File: config.mk
export PLATFORM = sky130hd
export DESIGN_NAME = spi_top
export DESIGN_NICKNAME = d
export VERILOG_FILES = /design/src/source/spi_pkg.sv /design/src/source/spi_top.sv /design/src/source/spi_io_bus.sv /design/src/source/spi_port.sv /design/src/source/spi_engine.sv
export SDC_FILE = /design/constraint.sdc
export NUM_CORES = 1
export LEC_CHECK = 0
export ABC_CLOCK_PERIOD_IN_PS = 2500
export BUFFER_PORTS_ARGS = -buffer_cell sky130_fd_sc_hd__buf_2
export CORE_MARGIN = 5
export CORE_UTILIZATION = 45
export CTS_CLUSTER_SIZE = 10
export DETAILED_ROUTE_END_ITERATION = 8
export HOLD_SLACK_MARGIN = 0.05
export PLACE_DENSITY = 0.75
export SLEW_MARGIN = 5
export SYNTH_ARGS = -nofsm -noshare
export SYNTH_HDL_FRONTEND = slang
export SYNTH_HIERARCHICAL = 1
export SYNTH_SLANG_ARGS = --single-unit
File: constraint.sdc
create_clock -name pclk -period 2.5 [get_ports pclk]
set_input_delay 0.5 -clock pclk [delete_from_list [all_inputs] [get_ports pclk]]
set_output_delay 0.5 -clock pclk [all_outputs]
set_load 0.02 [all_outputs]
File: src/source/spi_pkg.sv
`default_nettype none

package spi_pkg;

  // --------------------------------------------------
  // widths
  // --------------------------------------------------
  localparam int IO_ADDR_W = 12;
  localparam int IO_DATA_W = 16;
  localparam int SPI_CNT_W = 5;
  localparam int SPI_DQ_W  = 4;
  localparam int REG_OFF_W = 3;   // offset bits inside one port window

  localparam int NUM_PORTS = 2;

  typedef logic [IO_ADDR_W-1:0] io_addr_t;
  typedef logic [IO_DATA_W-1:0] io_data_t;
  typedef logic [SPI_CNT_W-1:0] spi_cnt_t;
  typedef logic [SPI_DQ_W-1:0]  spi_dq_t;    // IO3..IO0
  typedef logic [REG_OFF_W-1:0] reg_off_t;

  // --------------------------------------------------
  // address map
  // --------------------------------------------------
  localparam io_addr_t PORT_BASE_EVE   = 12'h100;
  localparam io_addr_t PORT_BASE_FLASH = 12'h110;

  localparam reg_off_t REG_PINS    = 3'd0;  // manual pins / pad inputs
  localparam reg_off_t REG_START8  = 3'd1;  // byte start / rx
  localparam reg_off_t REG_START16 = 3'd2;  // word start / rx
  localparam reg_off_t REG_IDLE    = 3'd3;
  localparam reg_off_t REG_DIR     = 3'd4;
  localparam reg_off_t REG_QUAD    = 3'd5;

  // engine counter: a byte runs the top half of the count range
  localparam spi_cnt_t CNT_BYTE_LOAD   = 5'd16;
  localparam spi_cnt_t CNT_WORD_LOAD   = 5'd0;
  localparam spi_cnt_t CNT_STEP_SINGLE = 5'd1;
  localparam spi_cnt_t CNT_STEP_QUAD   = 5'd4;

  typedef struct packed {
    logic     wr;
    logic     rd;
    io_addr_t addr;
    io_data_t wdata;
  } io_req_t;

  // same bit order as the board: CS SCK IO3 IO2 IO1 IO0
  typedef struct packed {
    logic    cs;
    logic    sck;
    spi_dq_t dq;
  } spi_pins_t;

  typedef struct packed {
    logic     wr_pins;
    logic     start8;
    logic     start16;
    logic     wr_dir;
    logic     wr_quad;
    logic     rd_sel;   // this port's window is addressed
    reg_off_t off;
    io_data_t wdata;
  } port_ctl_t;

  typedef struct packed {
    io_data_t rx;
    logic     idle;
    spi_dq_t  dq;
  } port_stat_t;

  typedef struct packed {
    spi_pins_t out;
    spi_dq_t   oe;      // 1 = line driven
  } pad_t;

endpackage

`default_nettype wire
File: src/source/spi_top.sv
`timescale 1ns/1ps
`default_nettype none

module spi_top
  import spi_pkg::*;
(
  input  var logic    pclk,
  input  var logic    SCKclock,
  input  var io_req_t io_req_i,
  output io_data_t    io_rdata_o,
  output pad_t        eve_pad_o,
  input  var spi_dq_t eve_dq_i,
  output pad_t        flash_pad_o,
  input  var spi_dq_t flash_dq_i
);

  port_ctl_t  eve_ctl;
  port_ctl_t  flash_ctl;
  port_stat_t eve_stat;
  port_stat_t flash_stat;

  // --------------------------------------------------
  // host bus decode
  // --------------------------------------------------
  spi_io_bus u_bus (
    .io_req_i     (io_req_i),
    .eve_ctl_o    (eve_ctl),
    .flash_ctl_o  (flash_ctl),
    .eve_stat_i   (eve_stat),
    .flash_stat_i (flash_stat),
    .io_rdata_o   (io_rdata_o)
  );

  // --------------------------------------------------
  // ports
  // --------------------------------------------------

  // eve graphics controller, base 0x100
  spi_port u_eve (
    .pclk     (pclk),
    .SCKclock (SCKclock),
    .ctl_i    (eve_ctl),
    .stat_o   (eve_stat),
    .pad_o    (eve_pad_o),
    .dq_i     (eve_dq_i)
  );

  // config flash, base 0x110
  spi_port u_flash (
    .pclk     (pclk),
    .SCKclock (SCKclock),
    .ctl_i    (flash_ctl),
    .stat_o   (flash_stat),
    .pad_o    (flash_pad_o),
    .dq_i     (flash_dq_i)
  );

endmodule

`default_nettype wire

File: src/source/spi_io_bus.sv
`timescale 1ns/1ps
`default_nettype none

module spi_io_bus
  import spi_pkg::*;
(
  input  var io_req_t    io_req_i,
  output port_ctl_t      eve_ctl_o,
  output port_ctl_t      flash_ctl_o,
  input  var port_stat_t eve_stat_i,
  input  var port_stat_t flash_stat_i,
  output io_data_t       io_rdata_o
);

  // --------------------------------------------------
  // helpers
  // --------------------------------------------------

  // one port window: base must be aligned to the window size
  function automatic port_ctl_t decode_port(input io_req_t req, input io_addr_t base);
    port_ctl_t ctl;
    logic      hit;
    logic      wr_hit;
    reg_off_t  off;
    off    = req.addr[REG_OFF_W-1:0];
    hit    = (req.addr[IO_ADDR_W-1:REG_OFF_W] == base[IO_ADDR_W-1:REG_OFF_W]);
    wr_hit = req.wr & hit;

    ctl.wr_pins = wr_hit & (off == REG_PINS);
    ctl.start8  = wr_hit & (off == REG_START8);
    ctl.start16 = wr_hit & (off == REG_START16);
    ctl.wr_dir  = wr_hit & (off == REG_DIR);
    ctl.wr_quad = wr_hit & (off == REG_QUAD);
    ctl.rd_sel  = hit;
    ctl.off     = off;
    ctl.wdata   = req.wdata;
    return ctl;
  endfunction

  // read value of one port, zero when not addressed
  function automatic io_data_t read_port(input port_ctl_t ctl, input port_stat_t stat);
    io_data_t rdata;
    rdata = '0;
    if (ctl.rd_sel) begin
      case (ctl.off)
        REG_PINS:    rdata = {{(IO_DATA_W-SPI_DQ_W){1'b0}}, stat.dq};
        REG_START8,
        REG_START16: rdata = stat.rx;
        REG_IDLE:    rdata = {{(IO_DATA_W-1){1'b0}}, stat.idle};
        default:     rdata = '0;   // dir/quad are write only
      endcase
    end
    return rdata;
  endfunction

  // --------------------------------------------------
  // per-port arrays
  // --------------------------------------------------
  io_addr_t   port_base [NUM_PORTS];
  port_ctl_t  port_ctl  [NUM_PORTS];
  port_stat_t port_stat [NUM_PORTS];

  assign port_base[0] = PORT_BASE_EVE;
  assign port_base[1] = PORT_BASE_FLASH;

  assign port_stat[0] = eve_stat_i;
  assign port_stat[1] = flash_stat_i;

  // write strobes stay combinational, a start is seen at the same edge
  always_comb begin
    for (int p = 0; p < NUM_PORTS; p++) begin
      port_ctl[p] = decode_port(io_req_i, port_base[p]);
    end
  end

  assign eve_ctl_o   = port_ctl[0];
  assign flash_ctl_o = port_ctl[1];

  // --------------------------------------------------
  // read data
  // --------------------------------------------------

  // windows never overlap, so OR-ing is a plain mux
  always_comb begin
    io_rdata_o = '0;
    for (int p = 0; p < NUM_PORTS; p++) begin
      io_rdata_o = io_rdata_o | read_port(port_ctl[p], port_stat[p]);
    end
  end

endmodule

`default_nettype wire

File: src/source/spi_port.sv
`timescale 1ns/1ps
`default_nettype none

module spi_port
  import spi_pkg::*;
(
  input  var logic       pclk,
  input  var logic       SCKclock,
  input  var port_ctl_t  ctl_i,
  output port_stat_t     stat_o,
  output pad_t           pad_o,
  input  var spi_dq_t    dq_i
);

  spi_pins_t man_pins_q;   // software-driven pin levels
  logic      dir_q;        // 1 = quad lines are inputs
  logic      quad_q;

  io_data_t  eng_rx;
  logic      eng_idle;
  spi_pins_t eng_pins;
  spi_dq_t   eng_mask;

  // --------------------------------------------------
  // control registers
  // --------------------------------------------------
  always_ff @(posedge pclk or posedge SCKclock) begin
    if (SCKclock) begin
      man_pins_q <= '0;
      dir_q      <= 1'b0;
      quad_q     <= 1'b0;
    end else begin
      if (ctl_i.wr_pins)
        man_pins_q <= ctl_i.wdata[$bits(spi_pins_t)-1:0];
      if (ctl_i.wr_dir)
        dir_q <= ctl_i.wdata[0];
      if (ctl_i.wr_quad)
        quad_q <= ctl_i.wdata[0];
    end
  end

  // --------------------------------------------------
  // shift engine
  // --------------------------------------------------
  spi_engine u_engine (
    .pclk      (pclk),
    .SCKclock  (SCKclock),
    .start8_i  (ctl_i.start8),
    .start16_i (ctl_i.start16),
    .tx_i      (ctl_i.wdata),
    .dir_i     (dir_q),
    .quad_i    (quad_q),
    .dq_i      (dq_i),
    .rx_o      (eng_rx),
    .idle_o    (eng_idle),
    .pins_o    (eng_pins),
    .mask_o    (eng_mask)
  );

  // --------------------------------------------------
  // pads
  // --------------------------------------------------

  // manual levels and engine levels merge, so software can hold CS
  // while the engine clocks data
  assign pad_o.out.cs  = man_pins_q.cs  | eng_pins.cs;
  assign pad_o.out.sck = man_pins_q.sck | eng_pins.sck;
  assign pad_o.out.dq  = man_pins_q.dq  | eng_pins.dq;

  assign pad_o.oe = ~eng_mask;   // mask marks the input lines

  assign stat_o.rx   = eng_rx;
  assign stat_o.idle = eng_idle;
  assign stat_o.dq   = dq_i;     // raw pad levels for the pins read

endmodule

`default_nettype wire

File: src/source/spi_engine.sv
`timescale 1ns/1ps
`default_nettype none

module spi_engine
  import spi_pkg::*;
(
  input  var logic     pclk,
  input  var logic     SCKclock,
  input  var logic     start8_i,
  input  var logic     start16_i,
  input  var io_data_t tx_i,
  input  var logic     dir_i,
  input  var logic     quad_i,
  input  var spi_dq_t  dq_i,
  output io_data_t     rx_o,
  output logic         idle_o,
  output spi_pins_t    pins_o,
  output spi_dq_t      mask_o
);

  logic     running_q;
  spi_cnt_t counter_q;
  io_data_t shifter_q;

  spi_cnt_t counter_n;
  io_data_t tx_swap;
  logic     sck;

  // byte transfers start at mid range and run half as long
  assign counter_n = counter_q + (quad_i ? CNT_STEP_QUAD : CNT_STEP_SINGLE);

  // low byte goes out first
  assign tx_swap = {tx_i[7:0], tx_i[15:8]};

  // counter bit 0 toggles every cycle, bit 2 every step of 4
  assign sck = quad_i ? counter_q[2] : counter_q[0];

  // --------------------------------------------------
  // counter and shifter
  // --------------------------------------------------
  always_ff @(posedge pclk or posedge SCKclock) begin
    if (SCKclock) begin
      running_q <= 1'b0;
      counter_q <= '0;
      shifter_q <= '0;
    end else if (start8_i) begin
      running_q <= 1'b1;
      counter_q <= CNT_BYTE_LOAD;
      shifter_q <= tx_swap;
    end else if (start16_i) begin
      running_q <= 1'b1;
      counter_q <= CNT_WORD_LOAD;
      shifter_q <= tx_swap;
    end else if (running_q) begin
      running_q <= (counter_n != '0);   // done on wrap
      counter_q <= counter_n;
      if (sck) begin
        if (quad_i)
          shifter_q <= {shifter_q[IO_DATA_W-SPI_DQ_W-1:0], dq_i};
        else
          shifter_q <= {shifter_q[IO_DATA_W-2:0], dq_i[1]};   // MISO is IO1
      end
    end
  end

  assign rx_o   = shifter_q;
  assign idle_o = ~running_q;

  // --------------------------------------------------
  // pins
  // --------------------------------------------------
  assign pins_o.cs  = 1'b0;   // CS is left to the manual register
  assign pins_o.sck = sck;
  assign pins_o.dq  = quad_i ? shifter_q[IO_DATA_W-1 -: SPI_DQ_W]
                             : {3'b000, shifter_q[IO_DATA_W-1]};

  // quad: dir picks all-in or all-out; single: only IO1 listens
  assign mask_o = quad_i ? {SPI_DQ_W{dir_i}} : 4'b0010;

endmodule

`default_nettype wire

Word-level counts from Yosys, hierarchy flattened
Cells that the tools add are included.
{"block": "totals", "ff_bits": 60, "latch_bits": 0, "ram_bits": 0, "romBits": 0, "inputBits": 40, "out_inout_bits": 36, "word_cells": 90, "n_memories": 0}
{"block": "classes", "n_addsub": 2, "mul": 0, "n_div": 0, "order_cmp": 0, "n_eq_ne": 7, "shift": 0, "mux": 34, "bitwise_logic": 21, "n_reduce_logical": 10}
{"cell": "$mux W16", "count": 12}
{"cell": "$pmux W16 S3", "count": 2}
{"cell": "$mux W5", "count": 6}
{"cell": "$eq A9 B6 Y1 const B", "count": 2}
{"cell": "$mux W4", "count": 4}
{"cell": "$or A16 B16 Y16", "count": 1}
{"cell": "$and A1 B1 Y1", "count": 12}
{"cell": "$reduce_bool A3 Y1", "count": 4}
{"cell": "$add A5 B5 Y5", "count": 2}
{"cell": "$reduce_bool A5 Y1", "count": 2}
{"cell": "$mux W1", "count": 8}
{"cell": "$not A4 Y4", "count": 2}
{"cell": "$or A4 B4 Y4", "count": 2}
{"cell": "$eq A3 B2 Y1 const B", "count": 2}
{"cell": "$eq A3 B3 Y1 const B", "count": 2}
{"cell": "$mux W3", "count": 2}
{"cell": "$reduce_and A2 Y1", "count": 2}
{"cell": "$eq A3 B1 Y1 const B", "count": 1}
{"cell": "$logic_not A3 Y1", "count": 1}
{"cell": "$not A1 Y1", "count": 2}
{"cell": "$or A1 B1 Y1", "count": 2}
{"cell": "$reduce_or A2 Y1", "count": 1}

Depth between registers and ports, before layout
Gate-level depths: netlist of the first run.
{"block": "logic_depth", "ltp_word": 6, "depth_mapped": 9, "ltp_nobuf": 6}

Cells and area by module
Netlist of the first run, hierarchy kept.
{"module": "spi_engine", "instances": 2, "cells_each": 128, "area_per_inst_um2": 1371.3}
{"module": "spi_io_bus", "instances": 1, "cells_each": 110, "area_per_inst_um2": 839.6}
{"module": "spi_port", "instances": 2, "cells_each": 33, "area_per_inst_um2": 417.9}

Least setup slack after synthesis of the first run
OpenSTA, ideal clock, no wires.
{"block": "synth_path", "kind": "input -> register", "startpoint": "input port io_req_i[27] (netlist bit)", "endpoint": "register u_eve.u_engine.shifter_q[15], in the netlist u_eve/u_engine/rx_o[15]", "arrival_ns": 2.171, "required_ns": 2.374, "setup_slack_ns": 0.203, "path_stages": 7, "path_cell_list": "nor4_4 -> nand2b_1 -> nor3_1 -> or2_1 -> clkbuf_1 -> nor4_1 -> a221o_1"}
{"item": "from (decl)", "line": "spi_top.sv:9", "source": "input var io_req_t io_req_i,"}
{"item": "to (signal assigned)", "line": "spi_engine.sv:49", "source": "shifter_q <= tx_swap;"}
{"item": "to (signal assigned)", "line": "spi_engine.sv:53", "source": "shifter_q <= tx_swap;"}
{"item": "to (signal assigned)", "line": "spi_engine.sv:59", "source": "shifter_q <= {shifter_q[IO_DATA_W-SPI_DQ_W-1:0], dq_i};"}
{"item": "to (decl)", "line": "spi_engine.sv:23", "source": "io_data_t shifter_q;"}

Worst setup path after layout of the first run
{"block": "layout_path", "startpoint": "input port io_req_i[23] (netlist bit)", "endpoint": "output port io_rdata_o[9]"}
{"block": "layout_between", "elab_chain_cells": 3, "word_cells_on_any_way": 5, "classes_between": "2 x eq/ne; 2 x mux; 1 x bitwise"}
{"item": "$eq A9 B6 Y1", "line": "spi_io_bus.sv:26", "source": "hit = (req.addr[IO_ADDR_W-1:REG_OFF_W] == base[IO_ADDR_W-1:REG_OFF_W]);"}
{"item": "$mux W16", "line": "spi_io_bus.sv:44", "source": "if (ctl.rd_sel) begin"}
{"item": "$or A16 B16 Y16 *", "line": "spi_io_bus.sv:87", "source": "io_rdata_o = io_rdata_o | read_port(port_ctl[p], port_stat[p]);"}
{"item": "to (decl)", "line": "spi_top.sv:10", "source": "output io_data_t io_rdata_o,"}
Every way passes the cells marked *; elsewhere a longest branch is shown, timed or not.

==> summary.md, run 1 <==
| Metric | Value |
|---|---|
| Status | `finished, final reports clean` |
| Worst Path Buf+Inv | `2` |
| CTS H-tree lvls | `3` |
| Die area | `around 0.012 mm²` |
| Starting Density | `45.5%` |
| Post-CTS Resized | `0` |
| Hold slack | `between 150 and 200 ps` |
| Syn Inst Count | `approximately 420` |
| First-pass iteration count of the detailed router | `5` |
| Worst slew pin tran | `just under 900 ps` |
| Via Count | `between 3000 and 4000` |
| Clock sink count | `60` |
| Tcrit/Tclk final | `95.6%` |
| Layout Nets | `about 490` |
| Routed Antenna Nets | `0` |
| CTS root buffer | `clkbuf_8` |
| Worst vdd ir | `around 0.00025 V` |
| Initial DRC Count | `208` |
| Hold Path Class | `in2async` |
| Via-to-Cell Ratio | `5.69` |
| Syn avg cell area | `10.3 µm²` |
| CP most frequent cell | `buf_2` |
| Final Max Slew Viols | `0` |
| Chip width | `approximately 110 µm` |
| Largest net degree at the start of global routing | `27` |
| Reg2reg start | `u_flash/quad_q$_DFFE_PP0P_` |
| Fmax | `between 400 and 500 MHz` |
| Final hold viol count | `0` |
| Mapped Area | `between 0.004 and 0.005 mm²` |
| Hpwl dp | `7950 µm` |
| CTS Hold Bufs | `0` |
| Crit-path max FO | `12` |
| Startpoint Class | `primary input` |
| Final Setup Violations | `0` |
| Wire length per cell | `~18 µm` |
| Core box area | `between 0.009 and 0.01 mm²` |
| Die H | `roughly 110 µm` |
| Vias in the first global route | `approximately 3300` |
| Ant diodes | `0` |
| Worst r2r path cells | `6` |
| First-pass GRT wire length | `between 15000 and 20000 µm` |
| Initial antenna violation count | `0` |
| Final WL | `about 11000 µm` |
| Gr ovfl total | `0` |
| Worst Skew | `5.58 ps` |
| Clk_lat worst skew | `roughly 340 ps` |
| Area of the multi-input gates | `roughly 0.0022 mm²` |
| Setup Crit Path Kind | `in2out` |
| Power per cell area | `around 450 mW/mm²` |
| Max stage delay on crit path | `approximately 530 ps` |
| Register clock-pin slew on the reported worst setup and hold paths | `70 ps` |
| Maximum clock insertion buffer count | `2` |
| Setup bufs post-CTS | `0` |
| Post-synthesis net count | `470` |
| Tot GR Track Use | `a little under a fifth` |
| Share of cells above drive strength 1 | `about 36%` |
| Ys Warns | `6` |
| Crit path cell chain | `buf_2, or4b_4, nand4bb_4, nor2_1, buf_2` |
| R2R Setup Slk | `slightly above 600 ps` |
| Slowest CP cell | `or4b_4` |
| PortBufs | `74` |
| CP arrival | `around 1900 ps` |
| Crit end category | `primary output` |
| Max_slew headroom | `a little over two fifths` |
| Worst Path Required | `approximately 2000 ps` |
| TNS Setup | `0 ps` |
| Minimum clock period | `2390 ps` |
| Crit path from | `io_req_i[23]` |
| Leak | `around 0.0020 µW` |
| Setup WS pre-CTS | `between 70 and 80 ps` |
| Final WS setup | `110 ps` |
| Fill cells | `approximately 900` |
| RSZ-0062 raised after global routing | `false` |
| RD Place Congestion | `approximately 0.87` |
| Area Growth Syn to Fin | `7.71%` |
| CTS tree | `built` |
| Max-cap viol count | `0` |
| Reg area | `around 0.0015 mm²` |
| Cell Rows | `36` |
| Number of buffers created by CTS | `9` |
| I/O pins | `76` |
| CP top delay family | `simple AND/OR/NAND/NOR gates` |
| # DRC | `0` |
| R2r endpoint | `u_flash/u_engine/counter_q[4]$_DFFE_PP0P_` |
-- where the power goes --
group	switching [µW]	internal, µW
sequential	16.1	984
combinational	112	80.8
clock	389	512
-- cell type report --
type	count	area share (%)
Clock buffer	12	3.30
Inverter	22	1.86
Tap cell	133	3.54
Clock inverter	4	1.01
Multi-Input combinational cell	262	47.2
Timing Repair Buffer	93	11.2
Sequential cell	60	31.9
-- per-stage QoR --
| step | std cells | power (µW) | area, µm² | util (%) |
|---|---|---|---|---|
| floorplan | 424 | 1170 | 4370 | - |
| global placement | 570 | 1200 | 4500 | 46.9 |
| detailed placement | 570 | 1210 | 4500 | 46.9 |
| CTS | 586 | 2120 | 4700 | 49.0 |
| global route | 586 | 2180 | 4700 | 49.0 |
| finish | 586 | 2090 | 4700 | 49.0 |
-- state kept, by name (all words and copies together), names as in the netlist --
register	cells
u_flash/man_pins_q	6
u_eve/man_pins_q	6
u_flash/u_engine/running_q	1
u_eve/u_engine/counter_q	5
u_flash/u_engine/rx_o	16
u_eve/u_engine/rx_o	16
u_eve/u_engine/running_q	1
u_eve/dir_q	1
u_flash/u_engine/counter_q	5
u_eve/quad_q	1
u_flash/quad_q	1
u_flash/dir_q	1
-- worst max-delay path by stage --
stage                                                 to  slack, ps  cells past startpoint
CTS                                        io_rdata_o[9]        110                      5
global placement     u_eve/u_engine/rx_o[12]$_DFFE_PP0P_        150                      8
floorplan            u_eve/u_engine/rx_o[15]$_DFFE_PP0P_        220                      7
finish                                     io_rdata_o[9]        110                      5
global route                               io_rdata_o[6]         20                      5
detailed placement  u_flash/u_engine/rx_o[4]$_DFFE_PP0P_         70                      8
-- layer usage --
metal | track usage, % | vias to the layer above | routed length [µm]
met4 | 6.85 | 0 | 199
met1 | 25.4 | 1628 | 4530
met3 | 4.12 | 14 | 942
met2 | 30.5 | 133 | 5050
li1 | - | 1557 | -
met5 | 0 | - | 0
-- worst register-to-register path, delay by kind of cell (launching register included) --
kind                     cells  cell delay, ps
flip-flops                   1             630
AO/OA/AOI/OAI                2             550
adder cells (fa/ha/maj)      2             460
buffers and inverters        1             110
AND/OR/NAND/NOR              1              80
-- layout by cell type (no fill, tap or decap), types with 3 or more instances in the layout --
master / count
a21o_1: 4
a221o_1: 32
a22oi_1: 4
and2_1: 8
buf_2: 74
buf_4: 18
clkbuf_8: 11
dfrtp_1: 60
ha_1: 6
inv_1: 18
mux2_2: 13
mux2_4: 12
mux2i_1: 48
nand2b_1: 5
nand3_1: 4
nor2_1: 29
nor3_1: 8
nor4_1: 35
or2_2: 12
xor2_1: 3
(Power assumes the default switching activity.)
==> run 2, diff against run 1 <==
==> constraint.sdc (replaced) <==
create_clock -name pclk -period 2.5 [get_ports pclk]
set_input_delay 0.5 -clock pclk [delete_from_list [all_inputs] [get_ports pclk]]
set_output_delay 0.5 -clock pclk [all_outputs]
set_load 0.1 [all_outputs]
==> run 2 against run 1 <==
Sequential power about the same. Clock skew about the same. Sequential share of layout area decreased by 2.8 points. Register-to-register slack about the same. Worst hold slack got worse by 12 ps. Total power increased by 2.0%. Largest power group unchanged.
==> summary.md, run 2 (synthesized netlist as in run 1, its figures left out) <==
| Metric | Value |
|---|---|
| Status | `finished, final reports clean (unchanged)` |
| CP arrival | `1950 ps (was 1890 ps)` |
| Hold Path Class | `in2async (unchanged)` |
| Clock power frac | `42.5% (was 43.0%)` |
| Final WL | `11000 µm (was 10700 µm)` |
| Switching pwr | `555 µW (was 517 µW)` |
| Crit-path max FO | `4 (was 12)` |
| Total power | `2140 µW (was 2090 µW)` |
| R2R Setup Slk | `600 ps (was 610 ps)` |
| Final hold viol count | `0 (unchanged)` |
| Ant diodes | `0 (unchanged)` |
| Reg2reg start | `u_flash/quad_q$_DFFE_PP0P_ (unchanged)` |
| Worst r2r path cells | `7 (was 6)` |
| CTS tree | `built (unchanged)` |
| P_int | `1580 µW (about the same)` |
| Placed Cells | `570 (unchanged)` |
| I/O pins | `76 (unchanged)` |
| Via-to-Cell Ratio | `5.78 (was 5.69)` |
| Clk_lat worst skew | `340 ps (about the same)` |
| Via Count | `3398 (was 3332)` |
| Max-cap viol count | `0 (unchanged)` |
| Leak | `0.00208 µW (was 0.00200 µW)` |
| Wire length per cell | `18.8 µm (was 18.3 µm)` |
| Minimum clock period | `2450 ps (was 2390 ps)` |
| PortBufs | `74 (unchanged)` |
| Tcrit/Tclk final | `98.2% (was 95.6%)` |
| Number of buffers created by CTS | `9 (unchanged)` |
| Worst vdd ir | `0.000248 V (was 0.000246 V)` |
| Initial DRC Count | `211 (was 208)` |
| Max_slew headroom | `39.4% (was 42.0%)` |
| Final Max Slew Viols | `0 (unchanged)` |
| Hold slack | `146 ps (was 158 ps)` |
| Power per cell area | `414 mW/mm² (was 445 mW/mm²)` |
| Die H | `108 µm (unchanged)` |
| Maximum clock insertion buffer count | `2 (unchanged)` |
| Worst Path Required | `2000 ps (about the same)` |
| Sw Share | `26.0% (was 24.7%)` |
| Setup Crit Path Kind | `in2out (unchanged)` |
| Util after Layout | `53.7% (was 49.0%)` |
| Initial antenna violation count | `0 (unchanged)` |
| Final Setup Violations | `0 (unchanged)` |
| Fmax | `407 MHz (was 418 MHz)` |
| Chip width | `108 µm (unchanged)` |
| Cell Rows | `36 (unchanged)` |
| Vias in the first global route | `3396 (was 3270)` |
| Tot GR Track Use | `19.0% (was 19.1%)` |
| Routed Antenna Nets | `0 (unchanged)` |
| Clock sink count | `60 (unchanged)` |
| Register clock-pin slew on the reported worst setup and hold paths | `70 ps (about the same)` |
| Most frequent cells in the layout | `60 x dfrtp_1, 50 x buf_2, 48 x mux2i_1, 35 x nor4_1, 32 x a221o_1 (was 74 x buf_2, 60 x dfrtp_1, 48 x mux2i_1, 35 x nor4_1, 32 x a221o_1)` |
| CTS H-tree lvls | `3 (unchanged)` |
| CTS Hold Bufs | `0 (unchanged)` |
| Worst Skew | `5.39 ps (was 5.58 ps)` |
| Crit end category | `primary output (unchanged)` |
| TNS Setup | `0 ps (unchanged)` |
| Layout Nets | `496 (was 494)` |
| Seq pwr share | `46.8% (was 47.8%)` |
| First-pass iteration count of the detailed router | `4 (was 5)` |
| CTS root buffer | `clkbuf_8 (unchanged)` |
| Starting Density | `45.5% (unchanged)` |
| # DRC | `0 (unchanged)` |
| Area Growth Syn to Fin | `18.0% (was 7.71%)` |
| Gr ovfl total | `0 (unchanged)` |
| RSZ-0062 raised after global routing | `false (unchanged)` |
| Core box area | `0.00959 mm² (unchanged)` |
| Share of cells above drive strength 1 | `38.9% (was 35.5%)` |
| Hpwl dp | `8230 µm (was 7950 µm)` |
| Worst slew pin tran | `908 ps (was 869 ps)` |
| Die area | `0.0118 mm² (unchanged)` |
| Logic pwr share | `10.7% (was 9.2%)` |
| RD Place Congestion | `0.861 (was 0.872)` |
| First-pass GRT wire length | `17400 µm (was 17200 µm)` |
| Most common cell after layout, fill and taps aside | `dfrtp_1 (was buf_2)` |
| Cell Count, Final, Fillers Out | `588 (was 586)` |
| Startpoint Class | `primary input (unchanged)` |
| Largest net degree at the start of global routing | `33 (was 27)` |
| R2r endpoint | `u_flash/u_engine/counter_q[4]$_DFFE_PP0P_ (unchanged)` |
-- run 2: power by group through the flow --
stage	combinational, µW	clock (µW)	sequential (µW)
2_1_floorplan	188	0	1010
6_report	228	908	1000
4_1_cts	227	928	999
3_5_place_dp	227	0	1020
5_1_grt	246	956	1000
3_3_place_gp	219	0	1020
-- run 2: layout make-up --
type	count	area (µm²)
tap	133	166
fill	845	4440
timing repair buffer	95	926
clock inverter	4	47.5
clock buffer	12	155
inverter	22	90.1
sequential	60	1500
multi-input combinational	262	2270
-- run 2: worst max-delay path, cell delays in order --
cell,delay (ps)
buf_2,110
or4b_4,530
or3b_4,440
nor2_2,180
buf_12,190
-- run 2: what timing repair did --
| item | 4_1_cts | 5_1_grt |
|---|---|---|
| endpoints found under the setup margin | 0 | 11 |
| buffers inserted | 0 | 2 |
| resized for setup | 0 | 3 |
-- run 2: routing by layer --
metal  up-vias  wire length, µm  share of wire, %  track usage [%]
met3        22              805               7.3             4.48
met5         -                0                 0                0
met4         0              331               3.0             7.48
met1      1660             4570                41             24.1
met2       156             5340                48             31.3
li1       1560                -                 -                -
-- run 2: metrics by stage --
stage / setup WS (ps) / cell area [µm²]
2_1_floorplan: -268 / 4410
3_3_place_gp: 50.7 / 4930
3_5_place_dp: -46.3 / 4930
4_1_cts: 14.2 / 5130
5_1_grt: 2.78 / 5150
6_report: 45.7 / 5150
-- run 2: worst max path at each step --
stage	slack, ps	end	start	depth (start not counted)
finish	50	io_rdata_o[2]	io_req_i[23]	5
global route	3	io_rdata_o[2]	io_req_i[23]	5
CTS	10	io_rdata_o[5]	io_req_i[23]	6
detailed placement	-50	u_eve/u_engine/rx_o[1]$_DFFE_PP0P_	io_req_i[27]	8
global placement	50	io_rdata_o[6]	io_req_i[23]	6
floorplan	-270	io_rdata_o[1]	io_req_i[23]	3
==> run 3, diff against run 2 <==
- ABC_AREA: unset -> 1
- REMOVE_ABC_BUFFERS: unset -> 1
- SLEW_MARGIN: 5 -> 20
==> run 3 against run 2 <==
Critical path type unchanged. Critical path depth up 3. Area after synthesis grew 4.3%. Total power grew 89%. Worst hold slack got worse by 17 ps.
==> summary.md, run 3 <==
| Metric | Value |
|---|---|
| Crit path cell chain | `buf_2, nor2_1, nand2_1, nor2_4, buf_4, nand2_1, a21oi_1, buf_12 (was buf_2, or4b_4, or3b_4, nor2_2, buf_12)` |
| Final hold viol count | `0 (unchanged)` |
| Die H | `111 µm (was 108 µm)` |
| Leak | `0.00269 µW (was 0.00208 µW)` |
| P_int | `2410 µW (was 1580 µW)` |
| Clk_lat worst skew | `350 ps (was 340 ps)` |
| Clock sink count | `60 (unchanged)` |
| Crit-path max FO | `9 (was 4)` |
| RD Place Congestion | `0.909 (was 0.861)` |
| Max_slew headroom | `39.8% (was 39.4%)` |
| Cell Count, Final, Fillers Out | `836 (was 588)` |
| Highest routed metal layer | `met4 (unchanged)` |
| Switching pwr | `1640 µW (was 555 µW)` |
| PortBufs | `74 (unchanged)` |
| Via Count | `4379 (was 3398)` |
| Max-cap viol count | `0 (unchanged)` |
| Minimum clock period | `2370 ps (was 2450 ps)` |
| Layout Nets | `744 (was 496)` |
| Starting Density | `46.4% (was 45.5%)` |
| CP arrival | `1870 ps (was 1950 ps)` |
| Slowest CP cell | `a21oi_1 (was or4b_4)` |
| Initial antenna violation count | `0 (unchanged)` |
| Final WL | `12000 µm (was 11000 µm)` |
| Share of cells above drive strength 1 | `22.3% (was 38.9%)` |
| CP most frequent cell | `nand2_1` |
| Worst Skew | `4.02 ps (was 5.39 ps)` |
| First-pass GRT wire length | `19900 µm (was 17400 µm)` |
| Fmax | `423 MHz (was 407 MHz)` |
| TNS Setup | `0 ps (unchanged)` |
| Hpwl dp | `8910 µm (was 8230 µm)` |
| Wire length per cell | `14.3 µm (was 18.8 µm)` |
| Syn Inst Count | `673 (was 424)` |
| Vias in the first global route | `4127 (was 3396)` |
| Number of buffers created by CTS | `9 (unchanged)` |
| Maximum clock insertion buffer count | `2 (unchanged)` |
| First-pass iteration count of the detailed router | `6 (was 4)` |
| Status | `finished, final reports clean (unchanged)` |
| Seq pwr share | `37.9% (was 46.8%)` |
| Chip width | `111 µm (was 108 µm)` |
| Startpoint Class | `primary input (unchanged)` |
| Placed Cells | `818 (was 570)` |
| Sw Share | `40.5% (was 26.0%)` |
| Worst Path Required | `2000 ps (about the same)` |
| Cell Rows | `36 (unchanged)` |
| Tot GR Track Use | `19.7% (was 19.0%)` |
| Tcrit/Tclk final | `94.7% (was 98.2%)` |
| I/O pins | `76 (unchanged)` |
| Area Growth Syn to Fin | `13.3% (was 18.0%)` |
| CTS tree | `built (unchanged)` |
| Ant diodes | `0 (unchanged)` |
| Mapped Area | `0.00455 mm² (was 0.00437 mm²)` |
| Routed Antenna Nets | `0 (unchanged)` |
| Initial DRC Count | `388 (was 211)` |
| Clock power frac | `24.4% (was 42.5%)` |
| Post-CTS Resized | `0 (unchanged)` |
| Met2 wire len | `5300 µm (was 5340 µm)` |
| Crit end category | `primary output (unchanged)` |
| Routed met3 length | `1150 µm (was 805 µm)` |
| CTS root buffer | `clkbuf_8 (unchanged)` |
| RSZ-0062 raised after global routing | `false (unchanged)` |
| Worst slew pin tran | `901 ps (was 908 ps)` |
| Core box area | `0.00982 mm² (was 0.00959 mm²)` |
| Ys Warns | `6 (unchanged)` |
| Max stage delay on crit path | `260 ps (was 530 ps)` |
| Power per cell area | `783 mW/mm² (was 414 mW/mm²)` |
| Most frequent cells in the layout | `262 x nand2_1, 84 x nand3_1, 60 x dfrtp_1, 52 x buf_2, 52 x inv_1 (was 60 x dfrtp_1, 50 x buf_2, 48 x mux2i_1, 35 x nor4_1, 32 x a221o_1)` |
| Die area | `0.0122 mm² (was 0.0118 mm²)` |
| Worst vdd ir | `0.000323 V (was 0.000248 V)` |
| Syn avg cell area | `6.77 µm² (was 10.3 µm²)` |
| Fill cells | `982 (was 845)` |
| Setup Crit Path Kind | `in2out (unchanged)` |
| Logic pwr share | `37.7% (was 10.7%)` |
| CTS H-tree lvls | `3 (unchanged)` |
| Final Setup Violations | `0 (unchanged)` |
| Via-to-Cell Ratio | `5.24 (was 5.78)` |
| Register clock-pin slew on the reported worst setup and hold paths | `70 ps (about the same)` |
| Hold slack | `129 ps (was 146 ps)` |
| Met1 WL | `5210 µm (was 4570 µm)` |
| Largest net degree at the start of global routing | `30 (was 33)` |
| # DRC | `0 (unchanged)` |
| Total power | `4040 µW (was 2140 µW)` |
| Most common cell after layout, fill and taps aside | `nand2_1 (was dfrtp_1)` |
| Hold Path Class | `in2async (unchanged)` |
| Gr ovfl total | `0 (unchanged)` |
| Final Max Slew Viols | `0 (unchanged)` |
[run 3: layout make-up]
type	instances	area [µm²]	area share [%]
inverter	62	233	4.51
timing repair buffer	86	803	15.6
multi-input combinational	479	2240	43.4
tap	133	166	3.23
clock buffer	11	141	2.74
sequential	60	1500	29.1
clock inverter	5	75.1	1.45
[run 3: path summary, 6_finish.rpt]
kind	startpoint	end	slack, ps	cells past startpoint
max	io_req_i[22]	io_rdata_o[11]	130	8
max in group asynchronous	SCKclock	u_eve/u_engine/counter_q[2]$_DFFE_PP0P_	1570	2
min in group pclk	io_req_i[15]	u_flash/u_engine/rx_o[7]$_DFFE_PP0P_	410	3
min reg2reg	u_eve/man_pins_q[0]$_DFFE_PP0P_	u_eve/man_pins_q[0]$_DFFE_PP0P_	470	2
max reg2reg	u_eve/quad_q$_DFFE_PP0P_	u_eve/u_engine/running_q$_DFF_PP0_	580	9
min	SCKclock	u_flash/man_pins_q[5]$_DFFE_PP0P_	130	2
[run 3: power groups by stage]
stage / Combinational (µW) / Clock, µW / Sequential (µW)
after floorplan: 1120 / 0 / 1450
after global placement: 1450 / 0 / 1530
after detailed placement: 1510 / 0 / 1540
after CTS: 1520 / 989 / 1520
after global routing: 1690 / 1040 / 1570
final: 1530 / 986 / 1530
[run 3: repair_timing]
action | CTS | global route
setup buffers | 0 | 2
hold buffers | 0 | 0
setup endpoints to repair | 0 | 2
[run 3: routing by layer]
metal  up-vias  global-route usage, %
met5         -                      0
met4         0                   7.06
met3        38                   4.70
met2       246                   29.7
met1      1982                   27.4
li1       2113                      -
[run 3: critical path, delay by kind of cell]
kind                   cells  cell delay, ps
AOI/OAI and AO/OA          1             260
buffers and inverters      3             510
and+or+nand+nor            4             600
[run 3: through the flow]
stage | instance area, µm² | worst slack [ps] | utilization [%]
after global placement | 4920 | 119 | 50.1
after CTS | 5130 | 60.1 | 52.3
after global routing | 5160 | 61.0 | 52.5
after detailed placement | 4920 | 40.2 | 50.1
after floorplan | 3970 | -579 | -
final | 5160 | 133 | 52.5
